===== config.mk =====
export PLATFORM = sky130hd
export DESIGN_NAME = alu_unit
export DESIGN_NICKNAME = d
export VERILOG_FILES = /design/src/design/ooo_pkg.sv /design/src/design/alu_unit.sv
export SDC_FILE = /design/constraint.sdc
export NUM_CORES = 1
export LEC_CHECK = 0
export BUFFER_PORTS_ARGS = -buffer_cell sky130_fd_sc_hd__buf_2
export CAP_MARGIN = 20
export CORE_MARGIN = 2
export CORE_UTILIZATION = 30
export CTS_CLUSTER_DIAMETER = 200
export CTS_CLUSTER_SIZE = 8
export DETAILED_ROUTE_END_ITERATION = 8
export SETUP_SLACK_MARGIN = 0.1
export SLEW_MARGIN = 15
export SYNTH_ARGS = -nofsm -noshare
export SYNTH_HDL_FRONTEND = slang
export SYNTH_SLANG_ARGS = --single-unit

===== constraint.sdc =====
create_clock -name clk -period 4.4 [get_ports clk]
set_input_delay 0.44 -clock clk [delete_from_list [all_inputs] [get_ports clk]]
set_output_delay 0.44 -clock clk [all_outputs]
set_load 0.02 [all_outputs]

===== src/design/ooo_pkg.sv =====
package ooo_pkg;

    // opcode lives in instruction bits 31:28
    typedef enum logic [3:0] {
        op_nop  = 4'h0,
        op_add  = 4'h1,
        op_sub  = 4'h2,
        op_and  = 4'h3,
        op_or   = 4'h4,
        op_xor  = 4'h5,
        op_slt  = 4'h6,
        op_sll  = 4'h7,
        op_addi = 4'h8,
        op_hlt  = 4'hf
    } opcode_t;

    // instruction field positions
    localparam int op_hi = 31;
    localparam int op_lo = 28;
    localparam int rd_hi = 25;
    localparam int rd_lo = 21;
    localparam int rs_hi = 20;
    localparam int rs_lo = 16;
    localparam int rt_hi = 15;
    localparam int rt_lo = 11;
    localparam int imm_w = 16;

    // tag widths follow from these sizes
    localparam int num_regs   = 32;
    localparam int reg_idx_w  = 5;
    localparam int rob_depth  = 8;
    localparam int rob_tag_w  = 3;
    localparam int rs_depth   = 4;
    localparam int rs_idx_w   = 2;
    localparam int prog_depth = 64;
    localparam int prog_adr_w = 6;

    // program space sits at the bottom of the wishbone word addresses
    localparam int wb_adr_w = 9;
    localparam logic [wb_adr_w-1:0] ctrl_adr = 9'h100;

endpackage


===== src/design/alu_unit.sv =====
`timescale 1ns/10ps

module alu_unit (
    input  logic                          clk,
    input  logic                          rst,
    input  logic                          iss_valid,
    input  ooo_pkg::opcode_t              iss_op,
    input  logic [ooo_pkg::rob_tag_w-1:0] iss_tag,
    input  logic [31:0]                   iss_a,
    input  logic [31:0]                   iss_b,
    output logic                          cdb_valid,
    output logic [ooo_pkg::rob_tag_w-1:0] cdb_tag,
    output logic [31:0]                   cdb_data
);
    import ooo_pkg::*;

    logic [31:0] result;

    // all operations wrap at 32 bits
    always_comb begin
        case (iss_op)
            op_add, op_addi: result = iss_a + iss_b;
            op_sub:          result = iss_a - iss_b;
            op_and:          result = iss_a & iss_b;
            op_or:           result = iss_a | iss_b;
            op_xor:          result = iss_a ^ iss_b;
            op_slt:          result = {31'd0, $signed(iss_a) < $signed(iss_b)};
            op_sll:          result = iss_a << iss_b[4:0];
            default:         result = '0;
        endcase
    end

    always_ff @(posedge clk) begin
        if (rst) begin
            cdb_valid <= 1'b0;
        end else begin
            cdb_valid <= iss_valid;
        end
    end

    always_ff @(posedge clk) begin
        cdb_tag  <= iss_tag;
        cdb_data <= result;
    end

endmodule


==> flow_metrics.py <==
metrics = {
    "floorplan": {
        "core_sq_mm": 0.0242,
        "std_cell_rows": 57,
        "fp.dieH_microns": 160,
        "ios": 110,
        "start_util": 0.303,
        "die_area_sq_mm": 0.0257,
        "die_x_microns": 160,
    },
    "status": {
        "status": "complete, no violations",
    },
    "global_routing": {
        "grt_usage": 0.225,
        "antenna_found_initial": 0,
        "overflow": 0,
        "grt_pass1_wl_mm": 45.1,
        "grt_max_degree": 35,
        "grt_pass1_vias": 7525,
    },
    "clocking": {
        "cts-resized-gates": 0,
        "tritoncts": "done",
        "numCtsBuffers": 5,
        "clock-sinks": 36,
        "clk_pin_slew_ns": 0.07,
        "cts_buffer_depth": 2,
        "hold_buffers": 0,
        "post_cts_buffers": 0,
        "ctsRootBufferMaster": "clkbuf_16",
        "htree_levels": 2,
    },
    "synth": {
        "syn_area_per_cell_sq_um": 7.23,
        "yosysUniqueCellTypes": 73,
        "synthArstFlopShare": 0,
        "synth-adder-area-share": 0.183,
        "synthSimpleGateAreaFrac": 0.187,
        "syn_nets": 1193,
        "synth_top_family_by_area": "compound AO/OA/AOI/OAI gates",
        "yosysSeqAreaShare": 0.0984,
        "yosysWarnings": 0,
        "synth_xor_area_frac": 0.00359,
        "netlist_area_sq_mm": 0.00732,
        "synth_edf_count": 0,
        "synthMuxAreaShare": 0.109,
        "synthCells": 1013,
        "ys.flop_type": "dfxtp_1",
        "synth_seq_cells": 36,
        "synth_compound_area_frac": 0.332,
    },
    "drt": {
        "ant_nets": 0,
        "drt_iter0_drc": 1008,
        "vias_per_cell": 5.95,
        "drc_errors": 0,
        "routed_wl_mm": 30.1,
        "dr_total_vias": 8360,
        "firstDrtPassIters": 5,
        "post_drt_wl_per_cell_microns": 21.5,
    },
    "critical_path": {
        "required_ns": 4.60,
        "path_class": "primary input to register",
        "cp.arrival_ns": 3.97,
        "critPathLaunchType": "primary input",
        "critPathMaxFanout": 20,
        "end_kind": "register",
    },
    "timing": {
        "tightest_slew_ns": 0.860,
        "finalHoldViolCount": 0,
        "drv_slew": 0,
        "fin_crit_sh": 0.858,
        "fin_setup_tns_ns": 0,
        "fmax_ghz": 0.265,
        "slew_headroom": 0.425,
        "setup_viol_count_final": 0,
        "rsz0062_at_grt": "no",
        "fin_crit_ns": 3.77,
    },
    "worst_hold_path": {
        "hp-class": "primary input to register",
    },
    "final_layout": {
        "fin_nets": 1259,
        "num-fill-cells": 2588,
        "multi_input_area_sq_mm": 0.00597,
        "layout-drive-gt1-share": 0.168,
        "diodes": 0,
        "regArea_sq_um": 721,
        "utilization": 0.344,
        "synthToLayoutAreaGrowth_pct": 13.6,
    },
    "placed_design": {
        "numPortBuffers": 109,
        "dp_hpwl_mm": 23.2,
        "routabilityCongestion": 0.969,
    },
    "job": {
        "cap_viol_max_count": 0,
    },
    "pwr": {
        "power.leakage_nw": 3.87,
        "powerDensity_mw_per_mm2": 222,
        "peakVddDrop_uv": 132,
    },
}
-- flip-flops by register name (all words and copies together), names as in the netlist --
register / cells
cdb_data: 32
cdb_valid: 1
cdb_tag: 3
-- logic make-up (layout without fill, tap and decap cells) --
group / Yosys count / after routing
buffers and inverters: 165 / 232
xor gates and xnor gates: 3 / 3
adders and majority gates: 106 / 106
muxes: 52 / 52
AOI/OAI and AO/OA: 351 / 351
DFF: 36 / 36
and+or+nand+nor: 300 / 300
-- cell type report --
cell class	count	area share
tap	324	0.0487
inverter	93	0.0419
multi-input combinational	812	0.718
clock buffer	6	0.0155
clock inverter	2	0.00421
sequential	36	0.0866
timing repair buffer	131	0.0854
-- critical path, cell delays in order --
cell and delay (ns):
buf_2 0.24, ha_1 0.30, fa_1 0.43, a21o_1 0.23, a311o_1 0.42, a31oi_1 0.41, a21oi_1 0.22, o41ai_4 0.47
o21ai_1 0.18, a221o_1 0.31, a221o_1 0.32
-- where the power goes --
group          total (mW)  internal, mW  leakage, nW  switching [mW]
registers           0.386         0.373        0.301          0.0134
clock network       0.455         0.268       0.0808           0.187
logic                1.00         0.352         3.49           0.652
-- through the flow --
step	power [mW]	setup WS [ns]	instance area (sq um)	cells	hold slack, ns
floorplan	1.04	1.02	7320	1013	0.468
global placement	1.37	0.378	8160	1396	0.545
detailed placement	1.37	0.356	8160	1396	0.547
CTS	1.84	0.674	8320	1404	0.230
global route	1.95	0.515	8320	1404	0.231
finish	1.85	0.626	8320	1404	0.233
-- synthesized netlist by cell type (4+ instances only) --
cell	count	area share
nor2_1	114	0.058
ha_1	104	0.18
inv_1	90	0.046
nand2_1	86	0.044
a21oi_1	77	0.053
o21ai_0	62	0.042
clkbuf_1	55	0.028
dfxtp_1	36	0.098
a221oi_1	33	0.039
mux2i_1	24	0.033
mux4_2	20	0.061
nor3_1	19	0.013
o211ai_1	19	0.019
a21o_1	18	0.018
nand3_1	17	0.012
o21bai_1	16	0.016
a211oi_1	14	0.014
a31oi_1	14	0.012
o221ai_1	14	0.017
a221o_1	11	0.015
nor2b_1	11	0.0094
o22ai_1	10	0.0085
buf_2	9	0.0061
nand2b_1	8	0.0068
nand4_1	8	0.0068
nor4_1	8	0.0068
o31ai_1	8	0.0082
mux2_2	7	0.011
or3_1	7	0.0060
buf_1	6	0.0031
o21ai_1	6	0.0041
a211o_1	5	0.0060
o311ai_0	5	0.0060
o2bb2ai_1	4	0.0048
-- metal layers --
metal	GRT usage	up-vias	routed length [microns]
met1	0.317	3955	13200
met4	0.0663	0	828
met5	0	-	0
met2	0.345	480	13000
met3	0.0470	55	3120
li1	-	3870	-
-- layout by cell type, fill, tap and decap left out, drive strengths merged, types with 24 or more instances in the layout --
| cell type | count |
|---|---|
| a221oi | 33 |
| dfxtp | 36 |
| nor2 | 114 |
| a21oi | 78 |
| inv | 92 |
| ha | 104 |
| mux2i | 24 |
| o21ai | 68 |
| buf | 131 |
| nand2 | 86 |
-- path summary, 6_finish.rpt --
path	depth (start not counted)	startpoint	endpoint	slack, ns
worst min-delay path	1	iss_tag[0]	cdb_tag[0]	0.23
worst max-delay path	11	iss_b[0]	cdb_data[20]	0.63
Power figures use the tool's default switching activity.
