<file path="src/design/ooo_pkg.sv">
package ooo_pkg;

    // opcode lives in instruction bits 31:28
    typedef enum logic [3:0] {
        op_nop  = 4'h0,
        op_add  = 4'h1,
        op_sub  = 4'h2,
        op_and  = 4'h3,
        op_or   = 4'h4,
        op_xor  = 4'h5,
        op_slt  = 4'h6,
        op_sll  = 4'h7,
        op_addi = 4'h8,
        op_hlt  = 4'hf
    } opcode_t;

    // instruction field positions
    localparam int op_hi = 31;
    localparam int op_lo = 28;
    localparam int rd_hi = 25;
    localparam int rd_lo = 21;
    localparam int rs_hi = 20;
    localparam int rs_lo = 16;
    localparam int rt_hi = 15;
    localparam int rt_lo = 11;
    localparam int imm_w = 16;

    // tag widths follow from these sizes
    localparam int num_regs   = 32;
    localparam int reg_idx_w  = 5;
    localparam int rob_depth  = 8;
    localparam int rob_tag_w  = 3;
    localparam int rs_depth   = 4;
    localparam int rs_idx_w   = 2;
    localparam int prog_depth = 64;
    localparam int prog_adr_w = 6;

    // program space sits at the bottom of the wishbone word addresses
    localparam int wb_adr_w = 9;
    localparam logic [wb_adr_w-1:0] ctrl_adr = 9'h100;

endpackage

</file>
<file path="src/design/inst_queue.sv">
`timescale 1ns/10ps

module inst_queue (
    input  logic                           clk,
    input  logic                           rst,
    input  logic                           run,
    input  logic                           halted,
    input  logic [31:0]                    fetch_data,
    input  logic                           disp_take,
    output logic [ooo_pkg::prog_adr_w-1:0] fetch_adr,
    output logic                           iq_valid,
    output ooo_pkg::opcode_t               iq_op,
    output logic [ooo_pkg::reg_idx_w-1:0]  iq_rd,
    output logic [ooo_pkg::reg_idx_w-1:0]  iq_rs,
    output logic [ooo_pkg::reg_idx_w-1:0]  iq_rt,
    output logic [31:0]                    iq_imm
);
    import ooo_pkg::*;

    opcode_t fetch_op;
    logic    halt_seen;
    logic    load;

    assign fetch_op = opcode_t'(fetch_data[op_hi:op_lo]);

    // refill when empty or when the held instruction leaves this cycle
    assign load = run && !halted && !halt_seen && (!iq_valid || disp_take);

    always_ff @(posedge clk) begin
        if (rst) begin
            fetch_adr <= '0;
            iq_valid  <= 1'b0;
            halt_seen <= 1'b0;
        end else if (load) begin
            fetch_adr <= fetch_adr + 1'b1;
            iq_valid  <= 1'b1;
            // nothing is fetched past a halt
            halt_seen <= (fetch_op == op_hlt);
        end else if (disp_take) begin
            iq_valid <= 1'b0;
        end
    end

    always_ff @(posedge clk) begin
        if (load) begin
            iq_op  <= fetch_op;
            iq_rd  <= fetch_data[rd_hi:rd_lo];
            iq_rs  <= fetch_data[rs_hi:rs_lo];
            iq_rt  <= fetch_data[rt_hi:rt_lo];
            iq_imm <= {{(32 - imm_w){fetch_data[imm_w-1]}}, fetch_data[imm_w-1:0]};
        end
    end

endmodule

</file>
<file path="config.mk">
export PLATFORM = sky130hd
export DESIGN_NAME = inst_queue
export DESIGN_NICKNAME = d
export VERILOG_FILES = /design/src/design/ooo_pkg.sv /design/src/design/inst_queue.sv
export SDC_FILE = /design/constraint.sdc
export NUM_CORES = 1
export LEC_CHECK = 0
export ABC_AREA = 1
export BUFFER_PORTS_ARGS = -buffer_cell sky130_fd_sc_hd__buf_2
export CAP_MARGIN = 15
export CORE_AREA = 2 2 69 71
export DETAILED_ROUTE_END_ITERATION = 10
export DIE_AREA = 0 0 71 73
export GPL_ROUTABILITY_DRIVEN = 0
export PLACE_DENSITY_LB_ADDON = 0.08
export SYNTH_ARGS = -nofsm -noshare
export SYNTH_HDL_FRONTEND = slang
export SYNTH_SLANG_ARGS = --single-unit
export TNS_END_PERCENT = 10
</file>
<file path="constraint.sdc">
create_clock -name clk -period 1 [get_ports clk]
set_input_delay 0.05 -clock clk [delete_from_list [all_inputs] [get_ports clk]]
set_output_delay 0.05 -clock clk [all_outputs]
set_load 0.02 [all_outputs]
</file>
==> results.cfg <==
[clock_network]
clock_path_buffers = 2
clock_sinks = 38
cts-root-buf = clkbuf_8
clk_latency_ns = 0.28
clk_pin_slew_ns = 0.07
tritoncts = yes
cts_buffers = 5
htreeDepth = 2

[detailed_routing]
wl_um = 3230
dr.pass1.iters = 4
drc_errors = 0
vias = 1179
antenna_left = 0
first_iter_violations = 28
avgRoutedWirePerCell_um = 11.4
routed_via_density = 4.15

[critical_path]
cp.arrival_ns = 1.16
cp_slowest_stage_delay_ns = 0.33
worstPathRequired_ns = 1.01
cp-start-kind = register
worstPathCellList = inv_2 > nand3_4 > nor2_4 > buf_6 > clkbuf_16
end_kind = register
critPathSlowestCell = dfxtp_2
crit_family = buffers and inverters
crit_buf_inv = 3
path_class = reg -> reg
crit_fanout = 8

[place]
io_buffers = 92
post_dp_cell_area_um2 = 1920
dp_hpwl_um = 2230
place_ws_ns = -0.138
dp_cells = 241

[finish]
area_growth_pct = 62.2
fin_nets = 267
final_area_um2 = 2410
drive_gt1_share_pct = 57.8
fin_util_pct = 53.1
filler_cell_count = 426
antenna_cells = 0
finalNonFillerCells = 284

[synthesis]
synth_top_area_share_pct = 60.7
synth_nets = 147
avgSynthCellArea_um2 = 13.6
netlist_area_um2 = 1490
synth.yosys.seq_area_share_pct = 71.4
ys_seq_elements = 38
synth_top_area_cell = edfxtp_1
syn_inst = 109
yosysUniqueCellTypes = 17
ys_warn_count = 0
synth.area.top_cells = edfxtp_1, dfxtp_1, buf_4

[run_status]
status = finished with violations
violations = setup timing

[timing]
fmax_mhz = 863
fin_ws_ns = -0.158
max_slew.worst_pin.slew_ns = 0.232
skew_ns = 0.00379
setup_violations = 54
hold_viol = 0
drv_slew = 0
fin_hold_ws_ns = 0.0673
slew-limit-headroom_pct = 84.5
post-route-min-period_ns = 1.16
finalSetupTns_ns = -5.38
rsz0062_at_grt = true
finalCritPeriodShare_pct = 116

[die]
start_util_pct = 32.7
top_level_ports = 95
dieArea_um2 = 5180
coreArea_um2 = 4540
die_width_um = 71
rows = 25
die-height_um = 73

[global_route]
track_usage_pct = 11.9
grt_max_degree = 18
grt_pass1_vias = 1068
grt_pass1_wl_um = 4640
grt_overflow = 0
antenna_found_initial = 0

[power]
p_per_area_nw_per_um2 = 1370
power_mw = 3.30
p_leak_nw = 1.08
vdd_drop_max_uv = 684

[job]
drv_cap = 0

[hold_path]
min_path_type = in -> reg
==> worst reg2reg max path: cells and delay by family (launching register included) <==
| kind | cells | cell delay (ns) |
|---|---|---|
| simple gates | 2 | 0.21 |
| buf+inv | 3 | 0.34 |
| flops | 1 | 0.33 |
==> cell families (layout without fill, tap and decap cells) <==
kind of cell	Yosys count	in the layout	share of synthesized area (%)
buf+inv	30	151	13.6
fa+ha+maj	1	1	0.842
simple gates	33	33	10.4
flops	38	38	71.4
compound gates	7	7	3.62
==> layout by cell type (no fill, tap or decap) <==
master         Yosys  routed
buf_12             0       2
inv_1              5       5
buf_2              0      91
nand3_1            6       4
o21ai_0            1       1
nand3_4            0       1
clkinvlp_4         0       1
buf_6              0       2
dfxtp_2            0       5
dfxtp_1            8       2
nand4_1            1       1
clkbuf_8           0       5
nand2_1           11      10
buf_4             21       8
dlygate4sd3_1      0      31
clkbuf_16          0       1
nor2_1            10      10
clkinv_2           0       1
nand2_2            3       4
nor2_4             1       1
ha_1               1       1
dfxtp_4            0       1
clkinv_1           0       1
inv_2              3       3
edfxtp_1          30      30
a21oi_2            5       5
a21oi_1            1       1
nand3_2            1       2
==> where the power goes <==
| part | switching, mW | internal, mW |
|---|---|---|
| Combinational | 0.268 | 0.248 |
| Sequential | 0.0233 | 1.78 |
| Clock | 0.512 | 0.476 |
==> final timing paths <==
check                                                 end  cells after the start                 startpoint  slack [ns]
worst max-delay path                   iq_rd[2]$_DFFE_PP_                      5     halt_seen$_SDFFE_PP0P_       -0.16
worst min-delay path                iq_valid$_SDFFE_PP0P_                      4                     halted        0.07
worst max register to register         iq_rd[2]$_DFFE_PP_                      5     halt_seen$_SDFFE_PP0P_       -0.16
worst min register to register  fetch_adr[3]$_SDFFE_PP0P_                      2  fetch_adr[3]$_SDFFE_PP0P_        0.51
==> flip-flops by register name, indices dropped and copies added (netlist names) <==
| name | flops |
|---|---|
| iq_rd | 5 |
| iq_rt | 5 |
| iq_valid | 1 |
| iq_op | 4 |
| fetch_adr | 6 |
| iq_rs | 5 |
| iq_imm | 11 |
| halt_seen | 1 |
==> cell type report <==
| type | instances | area [um^2] | share of cell area, % |
|---|---|---|---|
| flip-flops and latches | 38 | 1070 | 44.5 |
| repair buffers | 135 | 913 | 37.9 |
| multi-input cells | 41 | 241 | 10.0 |
| clock buffers | 5 | 68.8 | 2.86 |
| well taps | 54 | 67.6 | 2.81 |
| inverters | 8 | 30.0 | 1.25 |
| clock inverters | 3 | 16.3 | 0.675 |
==> per-layer routing <==
| metal | GRT usage, % | share of wire, % |
|---|---|---|
| met5 | 0 | 0 |
| met4 | 5.03 | 1.6 |
| met3 | 4.70 | 9.4 |
| met2 | 19.9 | 49 |
| met1 | 13.5 | 40 |
==> synthesized netlist by cell type <==
cell type	n
nand3_1	6
buf_8	1
buf_4	21
ha_1	1
dfxtp_1	8
nand4_1	1
edfxtp_1	30
a21oi_2	5
nor2_4	1
inv_1	5
nand2_1	11
inv_2	3
nor2_1	10
o21ai_0	1
nand3_2	1
nand2_2	3
a21oi_1	1
==> repair_timing <==
item	4_1_cts	5_1_grt
pin swaps	1	1
buffers inserted	3	0
cloned	1	1
hold buffers	31	0
setup endpoints to repair	56	56
endpoints found under the hold margin	33	0
resized for setup	5	7
No activity file was read; power rests on OpenSTA's default activity.
