--- src/design/ooo_pkg.sv ---
package ooo_pkg;

    // opcode lives in instruction bits 31:28
    typedef enum logic [3:0] {
        op_nop  = 4'h0,
        op_add  = 4'h1,
        op_sub  = 4'h2,
        op_and  = 4'h3,
        op_or   = 4'h4,
        op_xor  = 4'h5,
        op_slt  = 4'h6,
        op_sll  = 4'h7,
        op_addi = 4'h8,
        op_hlt  = 4'hf
    } opcode_t;

    // instruction field positions
    localparam int op_hi = 31;
    localparam int op_lo = 28;
    localparam int rd_hi = 25;
    localparam int rd_lo = 21;
    localparam int rs_hi = 20;
    localparam int rs_lo = 16;
    localparam int rt_hi = 15;
    localparam int rt_lo = 11;
    localparam int imm_w = 16;

    // tag widths follow from these sizes
    localparam int num_regs   = 32;
    localparam int reg_idx_w  = 5;
    localparam int rob_depth  = 8;
    localparam int rob_tag_w  = 3;
    localparam int rs_depth   = 4;
    localparam int rs_idx_w   = 2;
    localparam int prog_depth = 64;
    localparam int prog_adr_w = 6;

    // program space sits at the bottom of the wishbone word addresses
    localparam int wb_adr_w = 9;
    localparam logic [wb_adr_w-1:0] ctrl_adr = 9'h100;

endpackage

--- src/design/prog_mem_wb.sv ---
`timescale 1ns/10ps

module prog_mem_wb (
    input  logic                           clk,
    input  logic                           rst,
    input  logic                           wb_cyc,
    input  logic                           wb_stb,
    input  logic                           wb_we,
    input  logic [ooo_pkg::wb_adr_w-1:0]   wb_adr,
    input  logic [31:0]                    wb_dat_w,
    input  logic [ooo_pkg::prog_adr_w-1:0] fetch_adr,
    input  logic                           halted,
    output logic [31:0]                    wb_dat_r,
    output logic                           wb_ack,
    output logic                           run,
    output logic [31:0]                    fetch_data
);
    import ooo_pkg::*;

    logic [31:0] mem [prog_depth];
    logic        req;
    logic        is_ctrl;
    logic        is_prog;

    // new access only while no ack is pending
    assign req     = wb_cyc && wb_stb && !wb_ack;
    assign is_ctrl = (wb_adr == ctrl_adr);
    assign is_prog = (wb_adr[wb_adr_w-1:prog_adr_w] == '0);

    always_ff @(posedge clk) begin
        if (rst) begin
            wb_ack <= 1'b0;
            run    <= 1'b0;
        end else begin
            wb_ack <= req;
            if (req && wb_we && is_ctrl && wb_dat_w[0]) begin
                run <= 1'b1;
            end
        end
    end

    // program loading locked out once running
    always_ff @(posedge clk) begin
        if (req && wb_we && is_prog && !run) begin
            mem[wb_adr[prog_adr_w-1:0]] <= wb_dat_w;
        end
        if (req && !wb_we) begin
            wb_dat_r <= is_ctrl ? {31'd0, halted} : mem[wb_adr[prog_adr_w-1:0]];
        end
    end

    assign fetch_data = mem[fetch_adr];

endmodule

--- config.mk ---
export PLATFORM = sky130hd
export DESIGN_NAME = prog_mem_wb
export DESIGN_NICKNAME = d
export VERILOG_FILES = /design/src/design/ooo_pkg.sv /design/src/design/prog_mem_wb.sv
export SDC_FILE = /design/constraint.sdc
export NUM_CORES = 2
export LEC_CHECK = 0
export ABC_AREA = 0
export BUFFER_PORTS_ARGS = -buffer_cell sky130_fd_sc_hd__buf_4
export CAP_MARGIN = 10
export CORE_UTILIZATION = 30
export CTS_CLUSTER_DIAMETER = 150
export DETAILED_ROUTE_END_ITERATION = 16
export HOLD_SLACK_MARGIN = 0.03
export SKIP_LAST_GASP = 1
export SYNTH_ARGS = -nofsm -noshare
export SYNTH_HDL_FRONTEND = slang
export SYNTH_SLANG_ARGS = --single-unit
--- constraint.sdc ---
create_clock -name clk -period 4.48 [get_ports clk]
set_clock_uncertainty 0.15 [all_clocks]
set_input_delay 0 -clock clk [delete_from_list [all_inputs] [get_ports clk]]
set_output_delay 0 -clock clk [all_outputs]
set_load 0.03 [all_outputs]
==> qor.yml <==
synth:
  ys_ff_latch: 2082
  syn-num-nets: 5215
  synthTopCellsByCount: "edfxtp_1 (2080), mux4_2 (771), mux2i_1 (221), a221oi_1 (215), clkbuf_1 (188)"
  synth_edf_count: 2080
  ys.flop_type: "edfxtp_1"
  async_flop_share_pct: 0
  synth_top_area_share_pct: 65.3
  yosysUniqueCellTypes: 64
  syn-cell-area_mm2: 0.0956
  yosysWarnings: 0
  ys_seq_area_share_pct: 65.4
  synth.avg_cell_area_um2: 18.5
  synth.most_common_cell: "edfxtp_1"
  synthCells: 5162
  yosysTopAreaCell: "edfxtp_1"
  synth_area_leaders: "edfxtp_1 (65%), mux4_2 (18%), mux2i_1 (2.3%)"
critical_path:
  cp_data_arrival_time_ns: 4.40
  crit_type: "input port to register"
  reg2reg_depth: 5
  cp-start-kind: "input port"
  rrSetupSlack_ns: 1.09
  reg2reg_to: "mem[59][17]$_DFFE_PP_"
  cp_max_fo: 42
  critical_path_required_ns: 4.97
  endpoint_kind: "register"
  r2r_start: "wb_ack$_SDFF_PP0_"
min_path:
  min-delay-start: "wb_dat_w[20]"
  holdPathStages: 2
  hold_end: "mem[15][20]$_DFFE_PP_"
  worstHoldPathType: "input port to register"
global_routing:
  grt_first_pass_wirelength_um: 541000
  grt_pass1_vias: 61400
  grtUsageMet1_pct: 31.3
  grt_max_degree: 101
  antenna_found_initial: 37
  met3_usage_pct: 8.66
  use_met2_pct: 35.3
  grt_use_total_pct: 24.5
  grt_overflow_total: 0
  busiest_layer: "met2"
sta:
  setup_viol: 0
  min_period_over_period_pct: 87.2
  max_freq_mhz: 256
  worst_slew_pin_slew_ns: 1.32
  slew_viol_final: 0
  finalHoldViolCount: 0
  fin_ws_ns: 0.573
  tns_ns: 0
  max-slew-margin-rel_pct: 11.8
  rsz0062_at_grt: "false"
  period_needed_ns: 3.91
die:
  ios: 119
  die_h_um: 567
  start_util_pct: 30.3
  die_w_um: 567
  dieArea_mm2: 0.321
  fp.coreArea_mm2: 0.316
  fp-row-count: 206
cells_and_area:
  drive_gt1_share_pct: 32.0
  final_cells: 9760
  syn2layout_area_growth_pct: 16.0
  fin_nets: 5469
  fillers: 29400
  final-seq-area_mm2: 0.0625
  multiInputGateArea_mm2: 0.0316
clocking:
  cts_sinks: 2082
  cts_buffer_depth: 4
  cts_resized: 0
  cts_root_buf: "clkbuf_16"
  clkLatencyLatePin_ns: 0.95
  cts_tree: "built"
  cts_buffers: 217
  cts.clk_slew.worst_paths_ns: 0.06
  cts_max_level: 4
detailed_routing:
  vias_per_cell: 6.51
  routed_wl_um: 404000
  dr.first_iter.drc_count: 11800
  drtPass1Iterations: 8
  antenna_left: 0
  vias: 63500
  drcViolationCount: 0
  wire_per_inst_um: 41.4
run:
  maxCapViolCount: 0
placement:
  place_hpwl_um: 244000
  dpl.cell_count: 9296
  port_buffers: 118
  routabilityCongestion: 0.920
  dp_slack_ns: 0.982
pwr:
  ir_drop_mv: 0.333
  powerDensity_mw_per_mm2: 389
  leakagePower_nw: 34.3
run_status:
  status: "complete, no violations"
[registers in the layout (all words and copies together) (netlist names)]
signal    count
mem        2048
wb_dat_r     32
run           1
wb_ack        1
[final cells by class]
cell class	count	share of cell area, %
Timing Repair Buffer	484	4.37
Tap cell	4160	4.69
Sequential cell	2082	56.3
Multi-Input combinational cell	2628	28.5
Clock inverter	130	1.05
Antenna cell	18	0.0406
Inverter	3	0.0192
Clock buffer	255	5.04
[critical path, stage by stage]
cell	delay (ns)
dlygate4sd3_1	0.60
buf_8	0.26
or2_2	0.40
nor2_4	0.61
buf_4	0.41
nand4_1	0.56
nor2_1	0.26
dlygate4sd3_1	0.58
a31oi_1	0.05
dlygate4sd3_1	0.59
[worst max path at each step]
stage,start,endpoint,slack (ns),cells past startpoint
floorplan,wb_adr[1],mem[17][0]$_DFFE_PP_,1.23,8
global placement,wb_adr[7],mem[59][9]$_DFFE_PP_,0.96,6
detailed placement,wb_adr[7],mem[59][5]$_DFFE_PP_,0.98,6
CTS,wb_adr[0],wb_dat_r[0]$_DFFE_PP_,0.73,10
global route,wb_adr[0],wb_dat_r[0]$_DFFE_PP_,0.73,10
finish,wb_adr[0],wb_dat_r[0]$_DFFE_PP_,0.57,10
[placed cells by master (no fill, tap or decap), types with 6 or more instances in the layout]
cell	instances
dlygate4sd3_1	61
buf_12	81
nor2_4	72
a21oi_1	131
buf_8	6
clkinv_1	51
clkbuf_1	37
a221oi_1	215
a222oi_1	12
o21ai_0	114
nand2_1	153
a21o_1	8
mux4_2	771
diode_2	18
o211ai_1	25
buf_4	335
nor2b_4	6
nor2_1	109
clkinv_2	44
nand3_1	18
clkbuf_16	218
mux2_2	183
a31oi_1	24
o221ai_1	8
o22ai_1	133
bufinv_16	18
o22a_1	14
o21a_1	8
clkinvlp_4	8
or2_2	8
a2111oi_0	6
a22o_1	47
mux2i_1	221
a221o_1	39
and3_1	8
a22oi_1	184
edfxtp_1	2080
o2bb2ai_1	26
[where the power goes]
group,internal (W),switching [W]
sequential,0.0214,0.0000315
clock,0.00992,0.00787
combinational,0.00138,0.00253
total,0.0328,0.0104
[routing by layer]
layer	vias up	routed length, um
met1	33400	141000
met3	1309	60600
li1	22900	-
met4	36	29400
met5	-	397
met2	5861	173000
[timing repair]
action | CTS | global route
endpoints found under the hold margin | 2111 | 0
hold buffers | 61 | 0
buffers inserted | 0 | 0
[cells by family (layout without fill, tap and decap cells)]
logic type	count (synthesis)	count (layout)	share of synthesized area [%]
AOI/OAI and AO/OA	1029	1029	7.85
buffers and inverters	452	872	2.28
DFF	2082	2082	65.4
muxes	1175	1175	22.6
other	0	18	0
and+or+nand+nor	424	424	1.89
[per-stage QoR]
stage / util [%] / total power [W] / hold slack (ns) / cell area (um^2)
floorplan: - / 0.0240 / -0.0781 / 95600
global placement: 32.8 / 0.0256 / 0.138 / 104000
detailed placement: 32.8 / 0.0256 / 0.141 / 104000
CTS: 35.1 / 0.0431 / 0.0385 / 111000
global route: 35.1 / 0.0440 / 0.0717 / 111000
finish: 35.1 / 0.0432 / 0.0219 / 111000
Note: power is estimated with default switching activity, not from simulation.
