===== config.mk =====
export PLATFORM = sky130hd
export DESIGN_NAME = reg_status_file
export DESIGN_NICKNAME = d
export VERILOG_FILES = /design/src/design/ooo_pkg.sv /design/src/design/reg_status_file.sv
export SDC_FILE = /design/constraint.sdc
export NUM_CORES = 2
export LEC_CHECK = 0
export BUFFER_PORTS_ARGS = -buffer_cell sky130_fd_sc_hd__buf_2
export CORE_MARGIN = 2
export CORE_UTILIZATION = 47
export DETAILED_ROUTE_END_ITERATION = 7
export PLACE_DENSITY = 0.75
export SLEW_MARGIN = 20
export SYNTH_ARGS = -nofsm -noshare
export SYNTH_HDL_FRONTEND = slang
export SYNTH_SLANG_ARGS = --single-unit

===== constraint.sdc =====
create_clock -name clk -period 4.4 [get_ports clk]
set_input_delay 0.66 -clock clk [delete_from_list [all_inputs] [get_ports clk]]
set_output_delay 0.66 -clock clk [all_outputs]
set_load 0.01 [all_outputs]

===== src/design/ooo_pkg.sv =====
package ooo_pkg;

    // opcode lives in instruction bits 31:28
    typedef enum logic [3:0] {
        op_nop  = 4'h0,
        op_add  = 4'h1,
        op_sub  = 4'h2,
        op_and  = 4'h3,
        op_or   = 4'h4,
        op_xor  = 4'h5,
        op_slt  = 4'h6,
        op_sll  = 4'h7,
        op_addi = 4'h8,
        op_hlt  = 4'hf
    } opcode_t;

    // instruction field positions
    localparam int op_hi = 31;
    localparam int op_lo = 28;
    localparam int rd_hi = 25;
    localparam int rd_lo = 21;
    localparam int rs_hi = 20;
    localparam int rs_lo = 16;
    localparam int rt_hi = 15;
    localparam int rt_lo = 11;
    localparam int imm_w = 16;

    // tag widths follow from these sizes
    localparam int num_regs   = 32;
    localparam int reg_idx_w  = 5;
    localparam int rob_depth  = 8;
    localparam int rob_tag_w  = 3;
    localparam int rs_depth   = 4;
    localparam int rs_idx_w   = 2;
    localparam int prog_depth = 64;
    localparam int prog_adr_w = 6;

    // program space sits at the bottom of the wishbone word addresses
    localparam int wb_adr_w = 9;
    localparam logic [wb_adr_w-1:0] ctrl_adr = 9'h100;

endpackage


===== src/design/reg_status_file.sv =====
`timescale 1ns/10ps

module reg_status_file (
    input  logic                          clk,
    input  logic                          rst,
    input  logic [ooo_pkg::reg_idx_w-1:0] rd_idx1,
    input  logic [ooo_pkg::reg_idx_w-1:0] rd_idx2,
    input  logic                          tag_we,
    input  logic [ooo_pkg::reg_idx_w-1:0] tag_idx,
    input  logic [ooo_pkg::rob_tag_w-1:0] tag_val,
    input  logic                          commit_valid,
    input  logic [ooo_pkg::reg_idx_w-1:0] commit_rd,
    input  logic [ooo_pkg::rob_tag_w-1:0] commit_tag,
    input  logic [31:0]                   commit_data,
    output logic [31:0]                   val1,
    output logic [31:0]                   val2,
    output logic                          busy1,
    output logic                          busy2,
    output logic [ooo_pkg::rob_tag_w-1:0] tag1,
    output logic [ooo_pkg::rob_tag_w-1:0] tag2
);
    import ooo_pkg::*;

    logic [31:0]          regs [num_regs];
    logic [rob_tag_w-1:0] tags [num_regs];
    logic [num_regs-1:0]  busy;

    always_ff @(posedge clk) begin
        if (rst) begin
            busy <= '0;
            for (int i = 0; i < num_regs; i++) begin
                regs[i] <= '0;
            end
        end else begin
            if (commit_valid && commit_rd != '0) begin
                regs[commit_rd] <= commit_data;
                // a younger writer may already own the register
                if (tags[commit_rd] == commit_tag) begin
                    busy[commit_rd] <= 1'b0;
                end
            end
            // rename wins over a release in the same cycle
            if (tag_we && tag_idx != '0) begin
                busy[tag_idx] <= 1'b1;
                tags[tag_idx] <= tag_val;
            end
        end
    end

    // r0 is never tagged and always reads zero
    assign val1  = (rd_idx1 == '0) ? '0 : regs[rd_idx1];
    assign val2  = (rd_idx2 == '0) ? '0 : regs[rd_idx2];
    assign busy1 = busy[rd_idx1];
    assign busy2 = busy[rd_idx2];
    assign tag1  = tags[rd_idx1];
    assign tag2  = tags[rd_idx2];

endmodule


==> results.md <==
- Largest net degree at the start of global routing: 64
- Worst Skew: 10.3 ps
- WL final: roughly 200000 um
- Max IR drop VDD: 0.338 mV
- IO buf count: 133
- Commonest non-fill, non-tap cells in the layout: edfxtp_1 (1120), and2_1 (992), mux4_2 (722)
- Num Clock Sinks: 1152
- Max FO, Critical Path: 48
- Initial Utilization: 47.4%
- WS Path Type: primary input to primary output
- Buffer depth of the longest clock path: 3
- Worst rel slew slack: 29.6%
- Power Internal: a little under 0.02 W
- Final setup margin: 415 ps
- # IOs: 134
- Worst Reg-to-Reg Cells: 6
- Nets: 3883
- Power Density: between 300 and 400 mW/mm2
- Sequential-to-total area share from yosys stat: a little under three fifths
- Max Freq: 251 MHz
- Combinational share of power: 12.7%
- Remaining DRCs: 0
- Placed inst area: 0.0655 mm2
- Worst slew pin tran: 1060 ps
- FF-to-FF End: busy[15]
- Post-Syn Area per Cell: between 15 and 20 um2
- Routed WL per cell: 34.6 um
- Worst hold stages: 2
- Crit path arrival time: ~3300 ps
- Seq cells post-synth: 1152
- Critical path startpoint category: primary input
- Slowest-stage cell, CP: mux4_2
- Commonest non-fill, non-tap cell in the layout: edfxtp_1
- Die Span Y: ~370 um
- Vias per cell: 6.79
- CORE AREA: 0.130 mm2
- Largest area contributor in the netlist: edfxtp_1
- Synth cell types: between 40 and 50
- Max cap viols: 0
- Critical Path, Cell by Cell: buf_8, buf_12, mux4_2, mux4_2, mux2i_1, nor2_1, buf_2
- Vias: a little under 40k
- CP most frequent cell: mux4_2
- Die ar.: between 0.1 and 0.15 mm2
- Max Transition Viols Final: 0
- Pleak: 23.4 nW
- Pre-CTS WS: 458 ps
- Post-CTS Setup Inserts: 0
- Post-route design area: 0.0693 mm2
- Worst skew pair latency: roughly 730 ps
- Status: finished clean
- Sw power: ~0.0065 W
- Number of synthesized flops with an enable pin: 1120
- Number of global-route vias before repair: between 30k and 40k
- Row cnt: 132
- First DRT Iteration DRCs: 6710
- Min cycle time layout: ~4000 ps
- Hold path startpoint: rst
- Share of layout cells above drive strength 1: 33.0%
- Share of power burned in registers: 49.1%
- CP peak stage delay: 530 ps
- Post-synth top area share: 54.7%
- Netlist Area Pre-Place: 0.0614 mm2
- CP required: 3740 ps
- Switching Share: between 20% and 30%
- P&R area growth vs syn: 12.8%
- Die width: 366 um
- Main synth FF type: edfxtp_1
- Reg2reg setup slack: 1480 ps
- Crit share post-route: 90.6%
- Fin. Hold Viols: 0
- Global placement routability congestion: between 0.8 and 0.9
- Worst Hold Class: primary input to register
- Synth top area cells: edfxtp_1 (55%), mux4_2 (26%), and2_1 (10%), clkbuf_1 (1.9%), mux2i_1 (1.8%)
- Final-layout fill cell count: 9924
- Post-CTS Resized: 0
- First-pass GRT wire length: 277000 um
- Post-DP HPWL: 112000 um
- Root cell of the clock tree: clkbuf_16
- ANT nets after route: 0
- Initial DRT Pass Iterations: 6
- TritonCTS buffer count: ~110
- Syn Inst Count: between 3k and 4k
- Htree depth: 3
- Final setup viols: 0
- Min-Delay Endpoint: busy[0]
- TritonCTS clock tree: done
- GRT Resource Usage Total: 29.5%
- Initial antenna violation count: 24
- Synth Warn #: 0
- Ys async rst share: 0%
- CP Capture Type: primary output
- Grt total ovfl: 0
- Worst reg2reg startpoint: tags[19][1]
- Worst-path clk slew: roughly 60 ps
- Hold buffer count at CTS: 0
- Clock power share: 38.2%
- Unrepaired setup endpoints after global routing: false
-- how the worst max path moves through the flow --
| stage | startpoint | end | cells after the start |
|---|---|---|---|
| after floorplan | commit_rd[1] | regs[12][0] | 8 |
| after global placement | rd_idx2[0] | val2[30] | 7 |
| after detailed placement | rd_idx2[0] | val2[30] | 7 |
| after CTS | rd_idx2[0] | val2[30] | 7 |
| after global routing | rd_idx2[0] | val2[30] | 7 |
| final | rd_idx2[0] | val2[30] | 7 |
-- state kept, by name, summed over array words and instances (netlist names) --
register / count
regs: 1024
busy: 32
tags: 96
-- power groups by stage --
stage	combinational [W]	sequential, W	clock (W)
finish	0.00333	0.0129	0.0100
global route	0.00344	0.0129	0.0105
CTS	0.00330	0.0129	0.0100
detailed placement	0.00329	0.0131	0
global placement	0.00326	0.0130	0
floorplan	0.00209	0.0130	0
-- cell families after synthesis --
| group | synth area share, % |
|---|---|
| buffers and inverters | 2.58 |
| AO/OA/AOI/OAI | 1.25 |
| flip-flops | 55.8 |
| other | 0.00610 |
| AND/OR/NAND/NOR | 12.0 |
| multiplexers | 28.4 |
-- synth_stat cells, types with 4 or more instances --
cell       count
buf_1         69
o22ai_1       15
buf_2         18
nor4_1         7
mux2_2         8
nor2b_1        7
or3_1          7
nand3b_1       4
a31oi_1       18
o32ai_1        5
nor2_1       129
nand4b_1       4
o21ai_0       23
nand2b_1      11
a2111oi_1      6
edfxtp_1    1120
a21oi_1       40
nand2_1       29
mux4_2       722
and2_1       992
nor3_1        23
clkbuf_1     311
or4_1          6
dfxtp_1       32
a2111oi_0      5
mux2i_1      108
nand3_1        9
-- routing by layer --
layer | wire, um | part of all wire, % | track usage (%)
met3 | 26600 | 14 | 7.72
met2 | 91700 | 47 | 45.7
met5 | 140 | 0.071 | 0
met4 | 11800 | 6.0 | 16.4
met1 | 65600 | 33 | 38.2
-- layout make-up --
| cell class | count | area, um2 | share of cell area (%) |
|---|---|---|---|
| sequential | 1152 | 34300 | 49.5 |
| multi-input combinational | 2236 | 26300 | 37.9 |
| clock buffer | 138 | 2990 | 4.32 |
| timing repair buffer | 313 | 2750 | 3.96 |
| tap | 1742 | 2180 | 3.15 |
| antenna | 11 | 27.5 | 0.0397 |
| clock inverter | 72 | 787 | 1.14 |
| inverter | 4 | 16.3 | 0.0235 |
-- critical path: cells and delay by family --
| kind | cells | cell delay, ps |
|---|---|---|
| multiplexers | 3 | 1480 |
| AND/OR/NAND/NOR | 1 | 100 |
| buffers and inverters | 3 | 990 |
-- stage by stage --
stage	hold slack (ps)	utilization [%]	std cells	power, W	TNS (ps)
3_3_place_gp	468	50.5	5447	0.0163	0
6_report	383	53.4	5668	0.0262	0
5_1_grt	398	53.4	5659	0.0268	0
2_1_floorplan	451	-	3796	0.0151	-41350
3_5_place_dp	471	50.5	5447	0.0164	0
4_1_cts	346	53.4	5657	0.0262	0
Note: power is estimated with default switching activity, not from simulation.
