**src/design/ooo_pkg.sv**
```systemverilog
package ooo_pkg;

    // opcode lives in instruction bits 31:28
    typedef enum logic [3:0] {
        op_nop  = 4'h0,
        op_add  = 4'h1,
        op_sub  = 4'h2,
        op_and  = 4'h3,
        op_or   = 4'h4,
        op_xor  = 4'h5,
        op_slt  = 4'h6,
        op_sll  = 4'h7,
        op_addi = 4'h8,
        op_hlt  = 4'hf
    } opcode_t;

    // instruction field positions
    localparam int op_hi = 31;
    localparam int op_lo = 28;
    localparam int rd_hi = 25;
    localparam int rd_lo = 21;
    localparam int rs_hi = 20;
    localparam int rs_lo = 16;
    localparam int rt_hi = 15;
    localparam int rt_lo = 11;
    localparam int imm_w = 16;

    // tag widths follow from these sizes
    localparam int num_regs   = 32;
    localparam int reg_idx_w  = 5;
    localparam int rob_depth  = 8;
    localparam int rob_tag_w  = 3;
    localparam int rs_depth   = 4;
    localparam int rs_idx_w   = 2;
    localparam int prog_depth = 64;
    localparam int prog_adr_w = 6;

    // program space sits at the bottom of the wishbone word addresses
    localparam int wb_adr_w = 9;
    localparam logic [wb_adr_w-1:0] ctrl_adr = 9'h100;

endpackage

```
**src/design/reservation_station.sv**
```systemverilog
`timescale 1ns/10ps

module reservation_station (
    input  logic                          clk,
    input  logic                          rst,
    input  logic                          disp_valid,
    input  ooo_pkg::opcode_t              disp_op,
    input  logic [ooo_pkg::rob_tag_w-1:0] disp_tag,
    input  logic                          q1_busy,
    input  logic [ooo_pkg::rob_tag_w-1:0] q1_tag,
    input  logic [31:0]                   v1,
    input  logic                          q2_busy,
    input  logic [ooo_pkg::rob_tag_w-1:0] q2_tag,
    input  logic [31:0]                   v2,
    input  logic [31:0]                   imm,
    input  logic                          cdb_valid,
    input  logic [ooo_pkg::rob_tag_w-1:0] cdb_tag,
    input  logic [31:0]                   cdb_data,
    output logic                          full,
    output logic                          iss_valid,
    output ooo_pkg::opcode_t              iss_op,
    output logic [ooo_pkg::rob_tag_w-1:0] iss_tag,
    output logic [31:0]                   iss_a,
    output logic [31:0]                   iss_b
);
    import ooo_pkg::*;

    logic [rs_depth-1:0]  busy;
    logic [rs_depth-1:0]  wait1;
    logic [rs_depth-1:0]  wait2;
    logic [rs_depth-1:0]  rdy;
    opcode_t              op    [rs_depth];
    logic [rob_tag_w-1:0] tag   [rs_depth];
    logic [rob_tag_w-1:0] q1    [rs_depth];
    logic [rob_tag_w-1:0] q2    [rs_depth];
    logic [31:0]          val1  [rs_depth];
    logic [31:0]          val2  [rs_depth];
    logic [31:0]          imm_r [rs_depth];
    logic [rs_idx_w-1:0]  free_idx;
    logic [rs_idx_w-1:0]  iss_idx;

    assign full = &busy;
    assign rdy  = busy & ~wait1 & ~wait2;

    // lowest free slot and lowest ready slot
    always_comb begin
        free_idx = '0;
        iss_idx  = '0;
        for (int i = rs_depth - 1; i >= 0; i--) begin
            if (!busy[i]) begin
                free_idx = i[rs_idx_w-1:0];
            end
            if (rdy[i]) begin
                iss_idx = i[rs_idx_w-1:0];
            end
        end
    end

    always_ff @(posedge clk) begin
        if (rst) begin
            busy  <= '0;
            wait1 <= '0;
            wait2 <= '0;
        end else begin
            for (int i = 0; i < rs_depth; i++) begin
                if (cdb_valid && wait1[i] && q1[i] == cdb_tag) begin
                    wait1[i] <= 1'b0;
                end
                if (cdb_valid && wait2[i] && q2[i] == cdb_tag) begin
                    wait2[i] <= 1'b0;
                end
            end
            if (iss_valid) begin
                busy[iss_idx] <= 1'b0;
            end
            if (disp_valid) begin
                busy[free_idx]  <= 1'b1;
                wait1[free_idx] <= q1_busy;
                wait2[free_idx] <= q2_busy;
            end
        end
    end

    always_ff @(posedge clk) begin
        for (int i = 0; i < rs_depth; i++) begin
            if (cdb_valid && wait1[i] && q1[i] == cdb_tag) begin
                val1[i] <= cdb_data;
            end
            if (cdb_valid && wait2[i] && q2[i] == cdb_tag) begin
                val2[i] <= cdb_data;
            end
        end
        if (disp_valid) begin
            op[free_idx]    <= disp_op;
            tag[free_idx]   <= disp_tag;
            q1[free_idx]    <= q1_tag;
            q2[free_idx]    <= q2_tag;
            val1[free_idx]  <= v1;
            val2[free_idx]  <= v2;
            imm_r[free_idx] <= imm;
        end
    end

    assign iss_valid = |rdy;
    assign iss_op    = op[iss_idx];
    assign iss_tag   = tag[iss_idx];
    assign iss_a     = val1[iss_idx];
    // immediate forms take the second operand from the instruction
    assign iss_b = (op[iss_idx] == op_addi || op[iss_idx] == op_sll) ?
                   imm_r[iss_idx] : val2[iss_idx];

endmodule

```
**config.mk**
```make
export PLATFORM = sky130hd
export DESIGN_NAME = reservation_station
export DESIGN_NICKNAME = d
export VERILOG_FILES = /design/src/design/ooo_pkg.sv /design/src/design/reservation_station.sv
export SDC_FILE = /design/constraint.sdc
export NUM_CORES = 1
export LEC_CHECK = 0
export BUFFER_PORTS_ARGS = -buffer_cell sky130_fd_sc_hd__buf_2
export CAP_MARGIN = 15
export CORE_UTILIZATION = 50
export DETAILED_ROUTE_END_ITERATION = 7
export PLACE_DENSITY = 0.7
export SYNTH_ARGS = -nofsm -noshare
export SYNTH_HDL_FRONTEND = slang
export SYNTH_SLANG_ARGS = --single-unit
```
**constraint.sdc**
```tcl
create_clock -name clk -period 8.05 [get_ports clk]
set_clock_uncertainty 0.15 [all_clocks]
set_input_delay 2.0125 -clock clk [delete_from_list [all_inputs] [get_ports clk]]
set_output_delay 2.0125 -clock clk [all_outputs]
set_load 0.01 [all_outputs]
```
==> impl_results.md <==
* Post-Synth Simple-Gate Area at between 10% and 20%
* IO Pins at approximately 220
* XOR/XNOR Fraction of Synth Area at 1.04%
* Final ANT Viol Nets at 0
* Maximum VDD drop at 151 µV
* Core Area at 39800 µm²
* Adder-cell area share of the yosys netlist at 0%
* Top cells by count, synth: nand2_1, edfxtp_1, clkbuf_1, a222oi_1, o21ai_0
* Async S/R FF share, synth at 0%
* CP Data Required Time at 5.89 ns
* Post-synthesis mux area share at 3.45%
* Worst-Skew Late Latency at 0.55 ns
* Worst Path Arrival at 4.91 ns
* Netlist cell types at 46
* Gp weighted congestion at ~0.87
* Vias at roughly 15000
* Crit Path Class: reg -> out
* Setup violators final at 0
* GRT Util Overall at 28.2%
* EDFF count, synth at ~440
* Violated checks: DRC
* FMAX at 0.141 GHz
* CTS Buf Count at 46
* CTS tree: built
* Slew margin rel. at 17.5%
* Mapped Area at slightly above 20000 µm²
* DRC viols at 1
* Synthesized area per cell at 11.7 µm²
* Leak at between 0.008 and 0.009 µW
* Clock-pin slew of the registers on the worst-case setup and hold paths at 0.06 ns
* Primary FF master, synth: edfxtp_1
* Setup TNS at 0 ns
* Cell Count, Final, Fillers Out at 2489
* Final hold vios at 0
* Largest net degree at the start of global routing at 71
* Crit. End Element: output port
* Final worst slack at slightly below 1 ns
* Register area share after synthesis at 65.8%
* Drt first pass iters at 8
* Layout cells sized above 1 at 21.2%
* H-tree levels at 2
* Crit path time final at just over 7 ns
* Initial detailed-routing violation count at 1672
* RSZ-0062 raised after global routing: no
* CP Launch Type: flop
* Post-CTS setup buffer count at 0
* Cts repair resizes at 0
* CP max FO at 39
* Routed wire length at between 50 and 60 mm
* Vias per cell at 5.96
* Initial core utilization at 50.9%
* Yosys warnings at 0
* CTS Buffer Depth at 3
* Final period utilization at ~88%
* Die area at 41400 µm²
* Height of the die at 203 µm
* Area Growth Syn to Fin at 15.8%
* Dpl ws at 1.46 ns
* Synth Register Bits at 448
* Power per standard cell area at 233 nW/µm²
* Final net count at 2069
* Critical path's largest stage delay at roughly 0.85 ns
* Worst path bufs/invs at 2
* # hold bufs at CTS at 0
* # rows at 73
* Slowest CP cell: a2111o_2
* Largest family of logic cells by synthesized area: simple AND/OR/NAND/NOR gates
* Placed instance count at ~2400
* Clk Tree Root Cell: clkbuf_16
* Synth area leader: edfxtp_1
* Kind of cell adding the most delay to the critical path: simple AND/OR/NAND/NOR gates
* # port buffers at 222
* Vias in the first global route at roughly 14000
* First-pass GRT wire length at 86.7 mm
* Synth area leaders: edfxtp_1, nand2_1, a222oi_1, o221ai_2, mux2i_1
* Crit-path cells: or3b_1, o31ai_4, buf_4, a2111o_2, and4_4, or2_2, o221ai_1, buf_2
* Compound-Gate Fraction of Synth Area at 11.5%
* Worst-margin pin slew at about 1.2 ns
* Initial antenna violation count at 20
* Fin. max-slew vios at 0
* Syn_nets at between 1500 and 2000
* HP Class: reg -> reg
* Post-DP HPWL at between 30 and 40 mm
* Drt wl/cell at roughly 24 µm
* Most common cell in the netlist: nand2_1
* Total gr overflow at 0
* Post-Syn Instances at 1730
* Sinks on Clock Net at 448
* Top cell type's share of synthesized area at approximately 65%
* Status: finished, violations left
* MaxCap Viol Count at 0
* Die X at 203 µm
==> final cells by class <==
type	instances	area, µm²
fill	3231	16300
sequential	448	13300
multi-input combinational	1153	6520
timing repair buffer	254	1350
clock buffer	57	1290
tap	525	657
clock inverter	24	225
inverter	16	70.1
antenna	12	30.0
==> cell usage in the layout (no fill, tap or decap), types with 7 or more instances in the layout <==
master / synthesis / final
a222oi_1: 64 / 64
buf_4: 0 / 32
o41ai_2: 0 / 8
edfxtp_1: 436 / 436
a21boi_0: 31 / 31
a211o_1: 31 / 31
clkinv_1: 0 / 7
inv_1: 16 / 12
clkbuf_16: 0 / 49
clkinv_2: 0 / 7
nor2_1: 13 / 11
buf_2: 7 / 222
dfxtp_1: 12 / 12
a22oi_1: 35 / 35
mux2_2: 31 / 31
diode_2: 0 / 12
mux2i_1: 35 / 35
o221ai_2: 30 / 30
xor2_1: 24 / 24
o21ai_0: 38 / 38
nand2_1: 754 / 753
==> worst min-delay path, delay by kind of cell (launching register included) <==
family / cells / cell delay [ns]
flops: 1 / 0.36
simple gates: 1 / 0.07
compound gates: 1 / 0.06
==> state kept, by name (all words and copies together) (netlist names) <==
| name | count |
|---|---|
| imm_r | 128 |
| val1 | 128 |
| val2 | 128 |
| op | 16 |
| q1 | 12 |
| q2 | 12 |
| tag | 12 |
| busy | 4 |
| wait1 | 4 |
| wait2 | 4 |
==> through the flow <==
step | hold WS, ns | instance area [µm²] | utilization [%] | total power (µW)
detailed placement | 0.374 | 21900 | 55.1 | 3380
floorplan | 0.339 | 20300 | - | 3110
finish | 0.389 | 23500 | 58.9 | 5470
global route | 0.413 | 23500 | 58.9 | 5640
global placement | 0.363 | 21900 | 55.1 | 3370
CTS | 0.382 | 23400 | 58.9 | 5490
==> final timing paths <==
check	from	endpoint	slack, ns	depth (start not counted)
max	busy[0]	iss_b[31]	0.98	8
min	busy[0]	busy[0]	0.39	2
max reg2reg	busy[3]	val2[0][14]	4.38	7
min reg2reg	busy[0]	busy[0]	0.39	2
==> report_power, final <==
group	switching [µW]	internal (µW)
registers	20.2	2660
clock network	875	1260
logic	438	223
==> metal layers <==
metal | up-vias | track usage, % | routed length [µm]
li1 | 6706 | - | -
met1 | 7094 | 39.6 | 23600
met2 | 899 | 43.5 | 26800
met3 | 129 | 5.98 | 6470
met4 | 18 | 10.1 | 1660
met5 | - | 0 | 103
==> cells by family (layout without fill, tap and decap cells) <==
| group | count (synthesis) | count (layout) |
|---|---|---|
| other | 0 | 12 |
| muxes | 66 | 66 |
| and+or+nand+nor | 806 | 806 |
| buffers and inverters | 129 | 351 |
| xor gates and xnor gates | 24 | 24 |
| AOI/OAI and AO/OA | 257 | 257 |
| DFF | 448 | 448 |
(Power assumes the default switching activity.)
